==> src/iotdf_pkg.sv <==
`default_nettype none

package iotdf_pkg;

  // stream and word geometry
  localparam int BYTE_W          = 8;
  localparam int WORD_W          = 128;
  localparam int BYTES_PER_WORD  = 16;
  localparam int WORDS_PER_GROUP = 8;

  // x^3 + x + 1, leading term implied
  localparam int              CRC_W    = 3;
  localparam logic [CRC_W-1:0] CRC_POLY = 3'b011;

  // counter widths and wrap values
  localparam int BYTE_CNT_W = $clog2(BYTES_PER_WORD);
  localparam int GRP_CNT_W  = $clog2(WORDS_PER_GROUP);
  localparam logic [BYTE_CNT_W-1:0] LAST_BYTE = BYTE_CNT_W'(BYTES_PER_WORD - 1);
  localparam logic [GRP_CNT_W-1:0]  LAST_WORD = GRP_CNT_W'(WORDS_PER_GROUP - 1);

  // encrypt and decrypt codes are accepted but produce no result
  typedef enum logic [2:0] {
    FN_ENCRYPT  = 3'd1,
    FN_DECRYPT  = 3'd2,
    FN_CRC_GEN  = 3'd3,
    FN_TOP2MAX  = 3'd4,
    FN_LAST2MIN = 3'd5
  } fn_e;

  typedef logic [WORD_W-1:0] word_t;
  typedef logic [CRC_W-1:0]  crc_t;

  // assembled word with its group markers
  typedef struct packed {
    fn_e   op;
    word_t data;
    logic  first;
    logic  last;
  } dec_word_t;

  typedef struct packed {
    word_t best;
    word_t second;
  } ext_pair_t;

  typedef enum logic {
    R_IDLE,
    R_SECOND
  } res_state_e;

endpackage

`default_nettype wire

==> src/iotdf_crc_unit.sv <==
`timescale 1ns/1ns
`default_nettype none

module iotdf_crc_unit (
  input  logic                 i_clk,
  input  logic                 i_rst,
  input  iotdf_pkg::dec_word_t i_word,
  input  logic                 i_word_valid,
  output iotdf_pkg::crc_t      o_crc,
  output logic                 o_crc_valid
);

  iotdf_pkg::crc_t crc_q;
  logic            crc_valid_q;
  logic            hit;

  // bitwise long division, same result as appending three zero bits
  function automatic iotdf_pkg::crc_t crc_of(input iotdf_pkg::word_t data);
    iotdf_pkg::crc_t rem;
    logic            fb;
    rem = '0;
    for (int i = iotdf_pkg::WORD_W - 1; i >= 0; i--) begin
      fb  = rem[iotdf_pkg::CRC_W-1] ^ data[i];
      rem = {rem[iotdf_pkg::CRC_W-2:0], 1'b0} ^ (fb ? iotdf_pkg::CRC_POLY : '0);
    end
    return rem;
  endfunction

  assign hit = i_word_valid && (i_word.op == iotdf_pkg::FN_CRC_GEN);

  always_ff @(posedge i_clk) begin
    if (hit) begin
      crc_q <= crc_of(i_word.data);
    end
  end

  always_ff @(posedge i_clk or posedge i_rst) begin
    if (i_rst) begin
      crc_valid_q <= 1'b0;
    end else begin
      crc_valid_q <= hit;
    end
  end

  assign o_crc       = crc_q;
  assign o_crc_valid = crc_valid_q;

endmodule

`default_nettype wire

==> src/iotdf_decode.sv <==
`timescale 1ns/1ns
`default_nettype none

module iotdf_decode (
  input  logic                             i_clk,
  input  logic                             i_rst,
  input  logic                             i_in_en,
  input  logic [iotdf_pkg::BYTE_W-1:0]     i_iot_in,
  input  iotdf_pkg::fn_e                   i_fn_sel,
  output iotdf_pkg::dec_word_t             o_word,
  output logic                             o_word_valid
);

  logic [iotdf_pkg::BYTE_CNT_W-1:0] byte_cnt;
  logic [iotdf_pkg::GRP_CNT_W-1:0]  grp_cnt;
  logic [iotdf_pkg::GRP_CNT_W-1:0]  grp_idx;
  iotdf_pkg::fn_e                   op_q;
  iotdf_pkg::fn_e                   prev_op;
  iotdf_pkg::word_t                 word_q;
  logic                             first_q;
  logic                             last_q;
  logic                             word_valid_q;
  logic                             byte_last;
  logic                             new_group;

  assign byte_last = i_in_en && (byte_cnt == iotdf_pkg::LAST_BYTE);

  // opcode change or a wrapped group count starts a fresh group
  assign new_group = (op_q != prev_op) || (grp_cnt == '0);
  assign grp_idx   = new_group ? '0 : grp_cnt;

  // msb first, so each new byte enters at the bottom
  always_ff @(posedge i_clk) begin
    if (i_in_en) begin
      word_q <= {word_q[iotdf_pkg::WORD_W-iotdf_pkg::BYTE_W-1:0], i_iot_in};
    end
  end

  always_ff @(posedge i_clk or posedge i_rst) begin
    if (i_rst) begin
      byte_cnt     <= '0;
      grp_cnt      <= '0;
      op_q         <= iotdf_pkg::fn_e'(3'd0);
      prev_op      <= iotdf_pkg::fn_e'(3'd0);
      first_q      <= 1'b0;
      last_q       <= 1'b0;
      word_valid_q <= 1'b0;
    end else begin
      word_valid_q <= byte_last;
      if (i_in_en) begin
        byte_cnt <= (byte_cnt == iotdf_pkg::LAST_BYTE) ? '0 : byte_cnt + 1'b1;
        // function select rides with the first byte
        if (byte_cnt == '0) begin
          op_q <= i_fn_sel;
        end
      end
      if (byte_last) begin
        first_q <= new_group;
        last_q  <= (grp_idx == iotdf_pkg::LAST_WORD);
        grp_cnt <= (grp_idx == iotdf_pkg::LAST_WORD) ? '0 : grp_idx + 1'b1;
        prev_op <= op_q;
      end
    end
  end

  // op_q only changes on the next byte one, after the consumers sample
  always_comb begin
    o_word.op    = op_q;
    o_word.data  = word_q;
    o_word.first = first_q;
    o_word.last  = last_q;
  end

  assign o_word_valid = word_valid_q;

endmodule

`default_nettype wire

==> src/iotdf_extreme_unit.sv <==
`timescale 1ns/1ns
`default_nettype none

module iotdf_extreme_unit (
  input  logic                 i_clk,
  input  logic                 i_rst,
  input  iotdf_pkg::dec_word_t i_word,
  input  logic                 i_word_valid,
  output iotdf_pkg::ext_pair_t o_pair,
  output logic                 o_pair_valid
);

  iotdf_pkg::word_t best_q;
  iotdf_pkg::word_t second_q;
  iotdf_pkg::word_t best_nxt;
  iotdf_pkg::word_t second_nxt;
  logic             is_max;
  logic             hit;
  logic             pair_valid_q;

  // strict unsigned compare in the direction of the running function
  function automatic logic better(input logic max_mode, input iotdf_pkg::word_t a,
                                  input iotdf_pkg::word_t b);
    return max_mode ? (a > b) : (a < b);
  endfunction

  assign is_max = (i_word.op == iotdf_pkg::FN_TOP2MAX);
  assign hit    = i_word_valid && (is_max || (i_word.op == iotdf_pkg::FN_LAST2MIN));

  always_comb begin
    best_nxt   = best_q;
    second_nxt = second_q;
    if (i_word.first) begin
      best_nxt   = i_word.data;
      // worst possible value so any later word displaces it
      second_nxt = is_max ? '0 : '1;
    end else if (better(is_max, i_word.data, best_q)) begin
      best_nxt   = i_word.data;
      second_nxt = best_q;
    end else if (better(is_max, i_word.data, second_q)) begin
      // a repeat of best lands here
      second_nxt = i_word.data;
    end
  end

  always_ff @(posedge i_clk) begin
    if (hit) begin
      best_q   <= best_nxt;
      second_q <= second_nxt;
    end
  end

  always_ff @(posedge i_clk or posedge i_rst) begin
    if (i_rst) begin
      pair_valid_q <= 1'b0;
    end else begin
      pair_valid_q <= hit && i_word.last;
    end
  end

  // pair stays put until the next owned word, at least 16 cycles away
  always_comb begin
    o_pair.best   = best_q;
    o_pair.second = second_q;
  end

  assign o_pair_valid = pair_valid_q;

endmodule

`default_nettype wire

==> src/iotdf_result.sv <==
`timescale 1ns/1ns
`default_nettype none

module iotdf_result (
  input  logic                 i_clk,
  input  logic                 i_rst,
  input  iotdf_pkg::crc_t      i_crc,
  input  logic                 i_crc_valid,
  input  iotdf_pkg::ext_pair_t i_pair,
  input  logic                 i_pair_valid,
  output iotdf_pkg::word_t     o_iot_out,
  output logic                 o_valid
);

  iotdf_pkg::res_state_e state;
  iotdf_pkg::word_t      second_q;

  always_ff @(posedge i_clk) begin
    if (i_pair_valid) begin
      second_q <= i_pair.second;
    end
  end

  // second word of a pair goes out one cycle after the first
  always_ff @(posedge i_clk or posedge i_rst) begin
    if (i_rst) begin
      state <= iotdf_pkg::R_IDLE;
    end else begin
      case (state)
        iotdf_pkg::R_IDLE: begin
          if (i_pair_valid) begin
            state <= iotdf_pkg::R_SECOND;
          end
        end
        iotdf_pkg::R_SECOND: state <= iotdf_pkg::R_IDLE;
        default:             state <= iotdf_pkg::R_IDLE;
      endcase
    end
  end

  // strobes never overlap, order here is only a tie break
  always_comb begin
    o_valid   = 1'b0;
    o_iot_out = '0;
    if (i_pair_valid) begin
      o_valid   = 1'b1;
      o_iot_out = i_pair.best;
    end else if (i_crc_valid) begin
      o_valid   = 1'b1;
      o_iot_out = {{(iotdf_pkg::WORD_W - iotdf_pkg::CRC_W){1'b0}}, i_crc};
    end else if (state == iotdf_pkg::R_SECOND) begin
      o_valid   = 1'b1;
      o_iot_out = second_q;
    end
  end

endmodule

`default_nettype wire

==> src/iotdf_top.sv <==
`timescale 1ns/1ns
`default_nettype none

module iotdf_top (
  input  logic                         i_clk,
  input  logic                         i_rst,
  input  logic                         i_in_en,
  input  logic [iotdf_pkg::BYTE_W-1:0] i_iot_in,
  input  iotdf_pkg::fn_e               i_fn_sel,
  output iotdf_pkg::word_t             o_iot_out,
  output logic                         o_valid
);

  iotdf_pkg::dec_word_t word;
  logic                 word_valid;
  iotdf_pkg::crc_t      crc;
  logic                 crc_valid;
  iotdf_pkg::ext_pair_t pair;
  logic                 pair_valid;

  // byte assembly and group markers
  iotdf_decode u_decode (
    .i_clk        (i_clk),
    .i_rst        (i_rst),
    .i_in_en      (i_in_en),
    .i_iot_in     (i_iot_in),
    .i_fn_sel     (i_fn_sel),
    .o_word       (word),
    .o_word_valid (word_valid)
  );

  iotdf_crc_unit u_crc (
    .i_clk        (i_clk),
    .i_rst        (i_rst),
    .i_word       (word),
    .i_word_valid (word_valid),
    .o_crc        (crc),
    .o_crc_valid  (crc_valid)
  );

  iotdf_extreme_unit u_extreme (
    .i_clk        (i_clk),
    .i_rst        (i_rst),
    .i_word       (word),
    .i_word_valid (word_valid),
    .o_pair       (pair),
    .o_pair_valid (pair_valid)
  );

  iotdf_result u_result (
    .i_clk        (i_clk),
    .i_rst        (i_rst),
    .i_crc        (crc),
    .i_crc_valid  (crc_valid),
    .i_pair       (pair),
    .i_pair_valid (pair_valid),
    .o_iot_out    (o_iot_out),
    .o_valid      (o_valid)
  );

endmodule

`default_nettype wire

==> config.mk <==
export PLATFORM = sky130hd
export DESIGN_NAME = iotdf_top
export DESIGN_NICKNAME = d
export VERILOG_FILES = /design/src/iotdf_pkg.sv /design/src/iotdf_crc_unit.sv /design/src/iotdf_decode.sv /design/src/iotdf_extreme_unit.sv /design/src/iotdf_result.sv /design/src/iotdf_top.sv
export SDC_FILE = /design/constraint.sdc
export NUM_CORES = 1
export LEC_CHECK = 0
export ABC_AREA = 1
export BUFFER_PORTS_ARGS = -buffer_cell sky130_fd_sc_hd__buf_2
export CAP_MARGIN = 25
export CORE_MARGIN = 2
export CORE_UTILIZATION = 49
export CTS_CLUSTER_DIAMETER = 40
export DETAILED_ROUTE_END_ITERATION = 7
export PLACE_DENSITY = 0.68
export SETUP_SLACK_MARGIN = 0.3
export SYNTH_ARGS = -nofsm -noshare
export SYNTH_HDL_FRONTEND = slang
export SYNTH_SLANG_ARGS = --single-unit
==> constraint.sdc <==
create_clock -name i_clk -period 12.3 [get_ports i_clk]
set_input_delay 3.69 -clock i_clk [delete_from_list [all_inputs] [get_ports i_clk]]
set_output_delay 3.69 -clock i_clk [all_outputs]
set_load 0.02 [all_outputs]
* Word-level counts from Yosys, hierarchy flattened
Index checks and enable logic that the tools add are counted.
Storage, ports and cells: bits in registers 534, bits in latches 0, memory bits (writable) 0, ROM bits 0, bits of input ports 14, output and inout port bits 129, word-level logic and storage cells 442, memories 0
Operators by class: add/sub/neg operators 2, $mul 0, div/mod/pow operators 0, $lt $le $gt $ge 4, eq/ne operators 6, shift operators 0, multiplexer cells 147, bitwise gates (word level) 255, reductions and logical operators 13
Operators by type and width (number):
- two-way mux 128 bit | 9
- XOR 3 bit | 127
- greater-than comparator 128 bit | 2
- < comparator 128 bit | 2
- two-way mux 2 bit | 128
- XOR 1 bit | 126
- equality test 3 bit, second input constant | 3
- two-way mux 1 bit | 6
- two-way mux 3 bit | 2
- AND reduction 2 bit | 3
- adder 4 x 1 -> 4 bit, second input constant | 1
- equality test 4 bit, second input constant | 1
- logical AND 1 bit | 4
- logical NOT 4 bit | 1
- two-way mux 4 bit | 1
- adder 3 x 1 -> 3 bit, second input constant | 1
- equality test 3 x 2 -> 1 bit, second input constant | 1
- logical NOT 3 bit | 1
- inequality test 3 bit | 1
- nonzero test 3 bit | 1
- logical OR 1 bit | 2
- one-hot mux 1 bit (2 select lines) | 1
- nonzero test 2 bit | 1
- inverter 1 bit | 1
- XOR 1 bit, first input constant | 1

* Depth between registers and ports, before layout
depth in word-level cells 381, mapped depth 173

* By module
Synthesis repeated with hierarchy kept, for this count alone.
Second synthesis, totals: cells, all modules 4017, area, all modules 34154.0 µm²
Modules (own cells, without submodules):
- iotdf_extreme_unit | instances 1, cells an instance 2067, area an instance 18051.1 µm²
- iotdf_crc_unit | instances 1, cells an instance 1168, area an instance 5915.7 µm²
- iotdf_result | instances 1, cells an instance 560, area an instance 5536.6 µm²
- iotdf_decode | instances 1, cells an instance 222, area an instance 4650.7 µm²

* Worst setup path after synthesis
Ideal clock, no wire load.
path kind register to register, from register u_decode.word_q[119], to register u_crc.crc_q[1], in the netlist u_crc.o_crc[1], data pin, library setup time 253 ps, data arrival time 11621 ps, setup slack 426 ps, cell stages (with the launch flop) 156, buffers on the path 0, period minus slack after synthesis 11874 ps, path through edfxtp_1 > xnor2_1 > inv_1 > nand3_2 > nand2_2 > inv_2 > nand2_4 > nand2_2 > nand2_4 > nand2_2 > nand2_1 > nand2_2 > inv_2 > nand2_2 > nand2_2 > nand2_1 > nand2_1 > inv_1 > [120 not listed] > nand2_2 > nand2_2 > xor2_2 > nand2_2 > nand2_2 > nand2_2 > nand2_2 > inv_2 > nand2_2 > nand3_2 > nand2_1 > nand2_1 > nand2_1 > nand2_1 > nand2_1 > nand2_1 > nand3_1 > nand2_1
On the way: longest elaborated chain between the ends 240
RTL lines:
- start: declaration | RTL line iotdf_decode.sv:19 | iotdf_pkg::word_t word_q;
- start signal: assignment | RTL line iotdf_decode.sv:35 | word_q <= {word_q[iotdf_pkg::WORD_W-iotdf_pkg::BYTE_W-1:0], i_iot_in};
- XOR 1 bit * | RTL line iotdf_crc_unit.sv:23 | fb = rem[iotdf_pkg::CRC_W-1] ^ data[i];
- two-way mux 2 bit * | RTL line iotdf_crc_unit.sv:24 | rem = {rem[iotdf_pkg::CRC_W-2:0], 1'b0} ^ (fb ? iotdf_pkg::CRC_POLY : '0);
- XOR 3 bit * (2 in series) | RTL line iotdf_crc_unit.sv:24
- XOR 1 bit / XOR 3 bit (equally long branches) | RTL line iotdf_crc_unit.sv:23, iotdf_crc_unit.sv:24
- two-way mux 2 bit / XOR 1 bit (equally long branches) | RTL line iotdf_crc_unit.sv:24, iotdf_crc_unit.sv:23
- XOR 3 bit * (2 in series) | RTL line iotdf_crc_unit.sv:24
- XOR 1 bit / XOR 3 bit (equally long branches) | RTL line iotdf_crc_unit.sv:23, iotdf_crc_unit.sv:24
- two-way mux 2 bit / XOR 1 bit (equally long branches) | RTL line iotdf_crc_unit.sv:24, iotdf_crc_unit.sv:23
- [219 not listed]
- two-way mux 2 bit / XOR 1 bit (equally long branches) | RTL line iotdf_crc_unit.sv:24, iotdf_crc_unit.sv:23
- XOR 3 bit * (2 in series) | RTL line iotdf_crc_unit.sv:24
- XOR 1 bit / XOR 3 bit (equally long branches) | RTL line iotdf_crc_unit.sv:23, iotdf_crc_unit.sv:24
- two-way mux 2 bit / XOR 1 bit (equally long branches) | RTL line iotdf_crc_unit.sv:24, iotdf_crc_unit.sv:23
- XOR 3 bit * (2 in series) | RTL line iotdf_crc_unit.sv:24
- XOR 1 bit / XOR 3 bit (equally long branches) | RTL line iotdf_crc_unit.sv:23, iotdf_crc_unit.sv:24
- two-way mux 2 bit / XOR 1 bit (equally long branches) | RTL line iotdf_crc_unit.sv:24, iotdf_crc_unit.sv:23
- XOR 3 bit * (2 in series) | RTL line iotdf_crc_unit.sv:24
- end signal: assignment | RTL line iotdf_crc_unit.sv:33 | crc_q <= crc_of(i_word.data);
- end: declaration | RTL line iotdf_crc_unit.sv:13 | iotdf_pkg::crc_t crc_q;
Every way passes the cells marked *; elsewhere a longest branch is shown, timed or not. A chain may end at the register's enable or synchronous reset.

* Worst setup path after layout
Ends and elaborated chain as after synthesis.

==> run_results.csv <==
group,metric,value,unit
run_status,outcome,"finished with violations",
run_status,violations,"negative setup slack",
worst_setup_path,slowest_stage,"edfxtp_1",
clocking,cts_hold_buf,0,
placement,portBuffers,142,
drt,wl_per_cell,17.9,um
worst_setup_path,critPathLaunchType,"register",
sta,max_freq,0.0712,GHz
worst_setup_path,worstPathRequired,12.70,ns
worst_setup_path,cp_num_buf_inv,11,
drt,drc,0,
floorplan,fp-row-count,93,
finish,area_growth,19.9,%
finish,diodes,0,
clocking,cts.reportedPaths.clkPinSlew,0.05,ns
grt,gr-total-overflow,0,
drt,vias,25199,
floorplan,initial_core_util,49.4,%
worst_setup_path,path_max_fanout,5,
logic_synthesis,yosys.area.top_type_share,48.7,%
finish,nets,3991,
logic_synthesis,yosysUniqueCellTypes,44,
floorplan,io_pins,143,
logic_synthesis,synth_area_per_cell,9.06,um^2
finish,drive_gt1_share,22.4,%
placement,dp_cells,4460,
grt,grt.total_usage,24.5,%
placement,dp_hpwl,52900,um
floorplan,core-area,64200,um^2
worst_setup_path,path_class,"reg -> reg",
logic_synthesis,ys_ff_latch,534,
logic_synthesis,synth_warnings,0,
logic_synthesis,yosys.area.top_type,"edfxtp_1",
drt,dr.pass1.iters,6,
worst_setup_path,cp-end-kind,"register",
drt,drtIter0Drc,1664,
logic_synthesis,synth_area_leaders,"edfxtp_1 49%, ha_1 10%, nand2_1 9.1%",
grt,grt_pass1_vias,24853,
logic_synthesis,synthCells,3503,
clocking,clock_path_buffers,3,
floorplan,dieArea,66800,um^2
min_path,hp-class,"reg -> reg",
grt,grt_antenna_before_repair,0,
logic_synthesis,synth_ff_type,"edfxtp_1",
grt,grt_max_degree,256,
sta,rsz0062_at_grt,"true",
sta,worstMarginPinSlew,1.27,ns
worst_setup_path,cpMostUsedCell,"nand2_2",
floorplan,die_y,259,um
logic_synthesis,async_flop_share,3.56,%
min_path,hp-start,"u_extreme.second_q[100]",
sta,period_share,114,%
worst_setup_path,cpPeakStageDelay,0.47,ns
clocking,clockRootBuffer,"clkbuf_16",
grt,grt_first_pass_wirelength,130000,um
worst_setup_path,rrSetupSlack,-1.75,ns
logic_synthesis,synth_common_cells,"769 x nand2_1, 580 x inv_1, 515 x edfxtp_1, 304 x o21ai_0, 295 x nand3_1",
placement,gp_congestion,0.885,
sta,slew_headroom,15.3,%
finish,layoutNonFillerInstCount,4651,
worst_setup_path,crit_family,"simple AND/OR/NAND/NOR gates",
sta,finalSetupViolations,3,
logic_synthesis,synth_nets,3777,
drt,viasPerCell,5.42,
logic_synthesis,ys_seq_area_share,50.2,%
logic_synthesis,synth_edf_count,515,
logic_synthesis,synth_most_common_cell,"nand2_1",
worst_setup_path,critical_path_arrival,14.45,ns
worst_setup_path,crit_start,"u_decode.word_q[119]",
clocking,clk_latency,0.65,ns
clocking,clkSinkCount,534,
sta,setup_ws,-1.75,ns
sta,hold_viol,0,
clocking,cts_buffers,93,
clocking,htreeDepth,3,
drt,routed_wl,83000,um
sta,fin_skew,0.0252,ns
sta,maxSlewViolCount,0,
clocking,tritoncts,"yes",
worst_setup_path,r2r_start,"u_decode.word_q[119]",
logic_synthesis,netlist_area,31700,um^2
sta,period_minus_slack,14.05,ns
floorplan,fp.dieW,259,um
job,max-cap-violations,0,
drt,route.antenna.remaining_nets,0,
## sequential cells by signal, summed over array words and instances (netlist names)
name,count
u_decode.first_q,1
u_decode.last_q,1
u_decode.byte_cnt,4
u_decode.word_q,128
u_extreme.best_q,128
u_decode.prev_op,3
u_decode.o_word_valid,1
u_decode.op_q,3
u_result.state,1
u_crc.o_crc_valid,1
u_result.second_q,128
u_crc.o_crc,3
u_decode.grp_cnt,3
u_extreme.o_pair_valid,1
u_extreme.second_q,128
## per-layer routing
layer | GRT usage [%] | share of wire, % | vias up
met5 | 0 | 0 | -
met4 | 8.85 | 2.8 | 0
met3 | 3.33 | 5.4 | 150
met2 | 41.8 | 48 | 709
met1 | 31.9 | 44 | 11933
li1 | - | - | 12407
## stage by stage
step	setup slack (ns)	setup TNS [ns]	utilization (%)	cell area, um^2	hold WS, ns
4_1_cts	-1.18	-3.43	58.1	37300	0.437
3_5_place_dp	-1.42	-4.17	52.4	33600	0.432
2_1_floorplan	0.426	0	-	31700	0.426
6_report	-1.75	-5.07	59.3	38100	0.437
3_3_place_gp	-1.14	-3.30	52.3	33600	0.430
5_1_grt	-3.28	-9.62	59.3	38100	0.444
## path summary, 6_finish.rpt
| kind | endpoint | cells past startpoint |
|---|---|---|
| worst min register to register | u_result.second_q[100] | 0 |
| worst max register to register | u_crc.o_crc[1] | 148 |
| max in group asynchronous | u_decode.first_q | 2 |
| worst max-delay path | u_crc.o_crc[1] | 148 |
| min in group asynchronous | u_decode.grp_cnt[2] | 2 |
| worst min-delay path | u_result.second_q[100] | 0 |
## cell families (layout without fill, tap and decap cells)
kind of cell	after synthesis	count (layout)	share of synthesized area, %
flip-flops	534	534	50.2
AO/OA/AOI/OAI	601	601	10.4
AND/OR/NAND/NOR	1390	1390	20.3
adder cells (fa/ha/maj)	260	260	10.2
buffers and inverters	703	996	8.31
XOR/XNOR	15	15	0.461
## cell type report
| cell class | instances | area, um^2 |
|---|---|---|
| multi-input cells | 2266 | 14300 |
| well taps | 855 | 1070 |
| clock inverters | 74 | 808 |
| repair buffers | 204 | 1210 |
| fillers | 5500 | 26200 |
| clock buffers | 100 | 2350 |
| inverters | 618 | 2330 |
| flip-flops and latches | 534 | 15900 |
## what timing repair did
action / 4_1_cts / 5_1_grt
buffers inserted: 9 / 8
setup endpoints to repair: 3 / 3
gates resized for setup: 118 / 179
pin swaps: 35 / 87
hold endpoints to repair: 0 / 0
## layout by cell type (no fill, tap or decap), types with 6 or more instances in the layout
cell | synthesis | final
dfrtp_1 | 19 | 17
a211oi_1 | 10 | 10
buf_4 | 0 | 60
edfxtp_1 | 515 | 515
clkinv_4 | 0 | 8
nand2_1 | 769 | 619
inv_2 | 37 | 39
o211ai_1 | 10 | 10
clkbuf_16 | 0 | 93
nor3_1 | 15 | 15
buf_2 | 0 | 141
nand4_1 | 20 | 20
nor2_1 | 51 | 51
nand2_4 | 13 | 51
nand3_2 | 24 | 99
nor4_1 | 14 | 14
o22ai_1 | 125 | 125
o21a_1 | 6 | 6
nand3_1 | 295 | 209
a21oi_1 | 120 | 120
o221ai_1 | 7 | 7
ha_1 | 260 | 260
clkinvlp_4 | 0 | 14
clkbuf_1 | 79 | 7
inv_6 | 0 | 22
inv_1 | 580 | 574
nand2_2 | 150 | 260
nand3_4 | 0 | 11
nand3b_1 | 26 | 26
clkinv_2 | 0 | 12
o2111ai_1 | 6 | 6
bufinv_16 | 0 | 9
o21ai_0 | 304 | 304
Power is not shown: default switching activity piles up to over one toggle a cycle in this logic, so the estimate is an artifact.
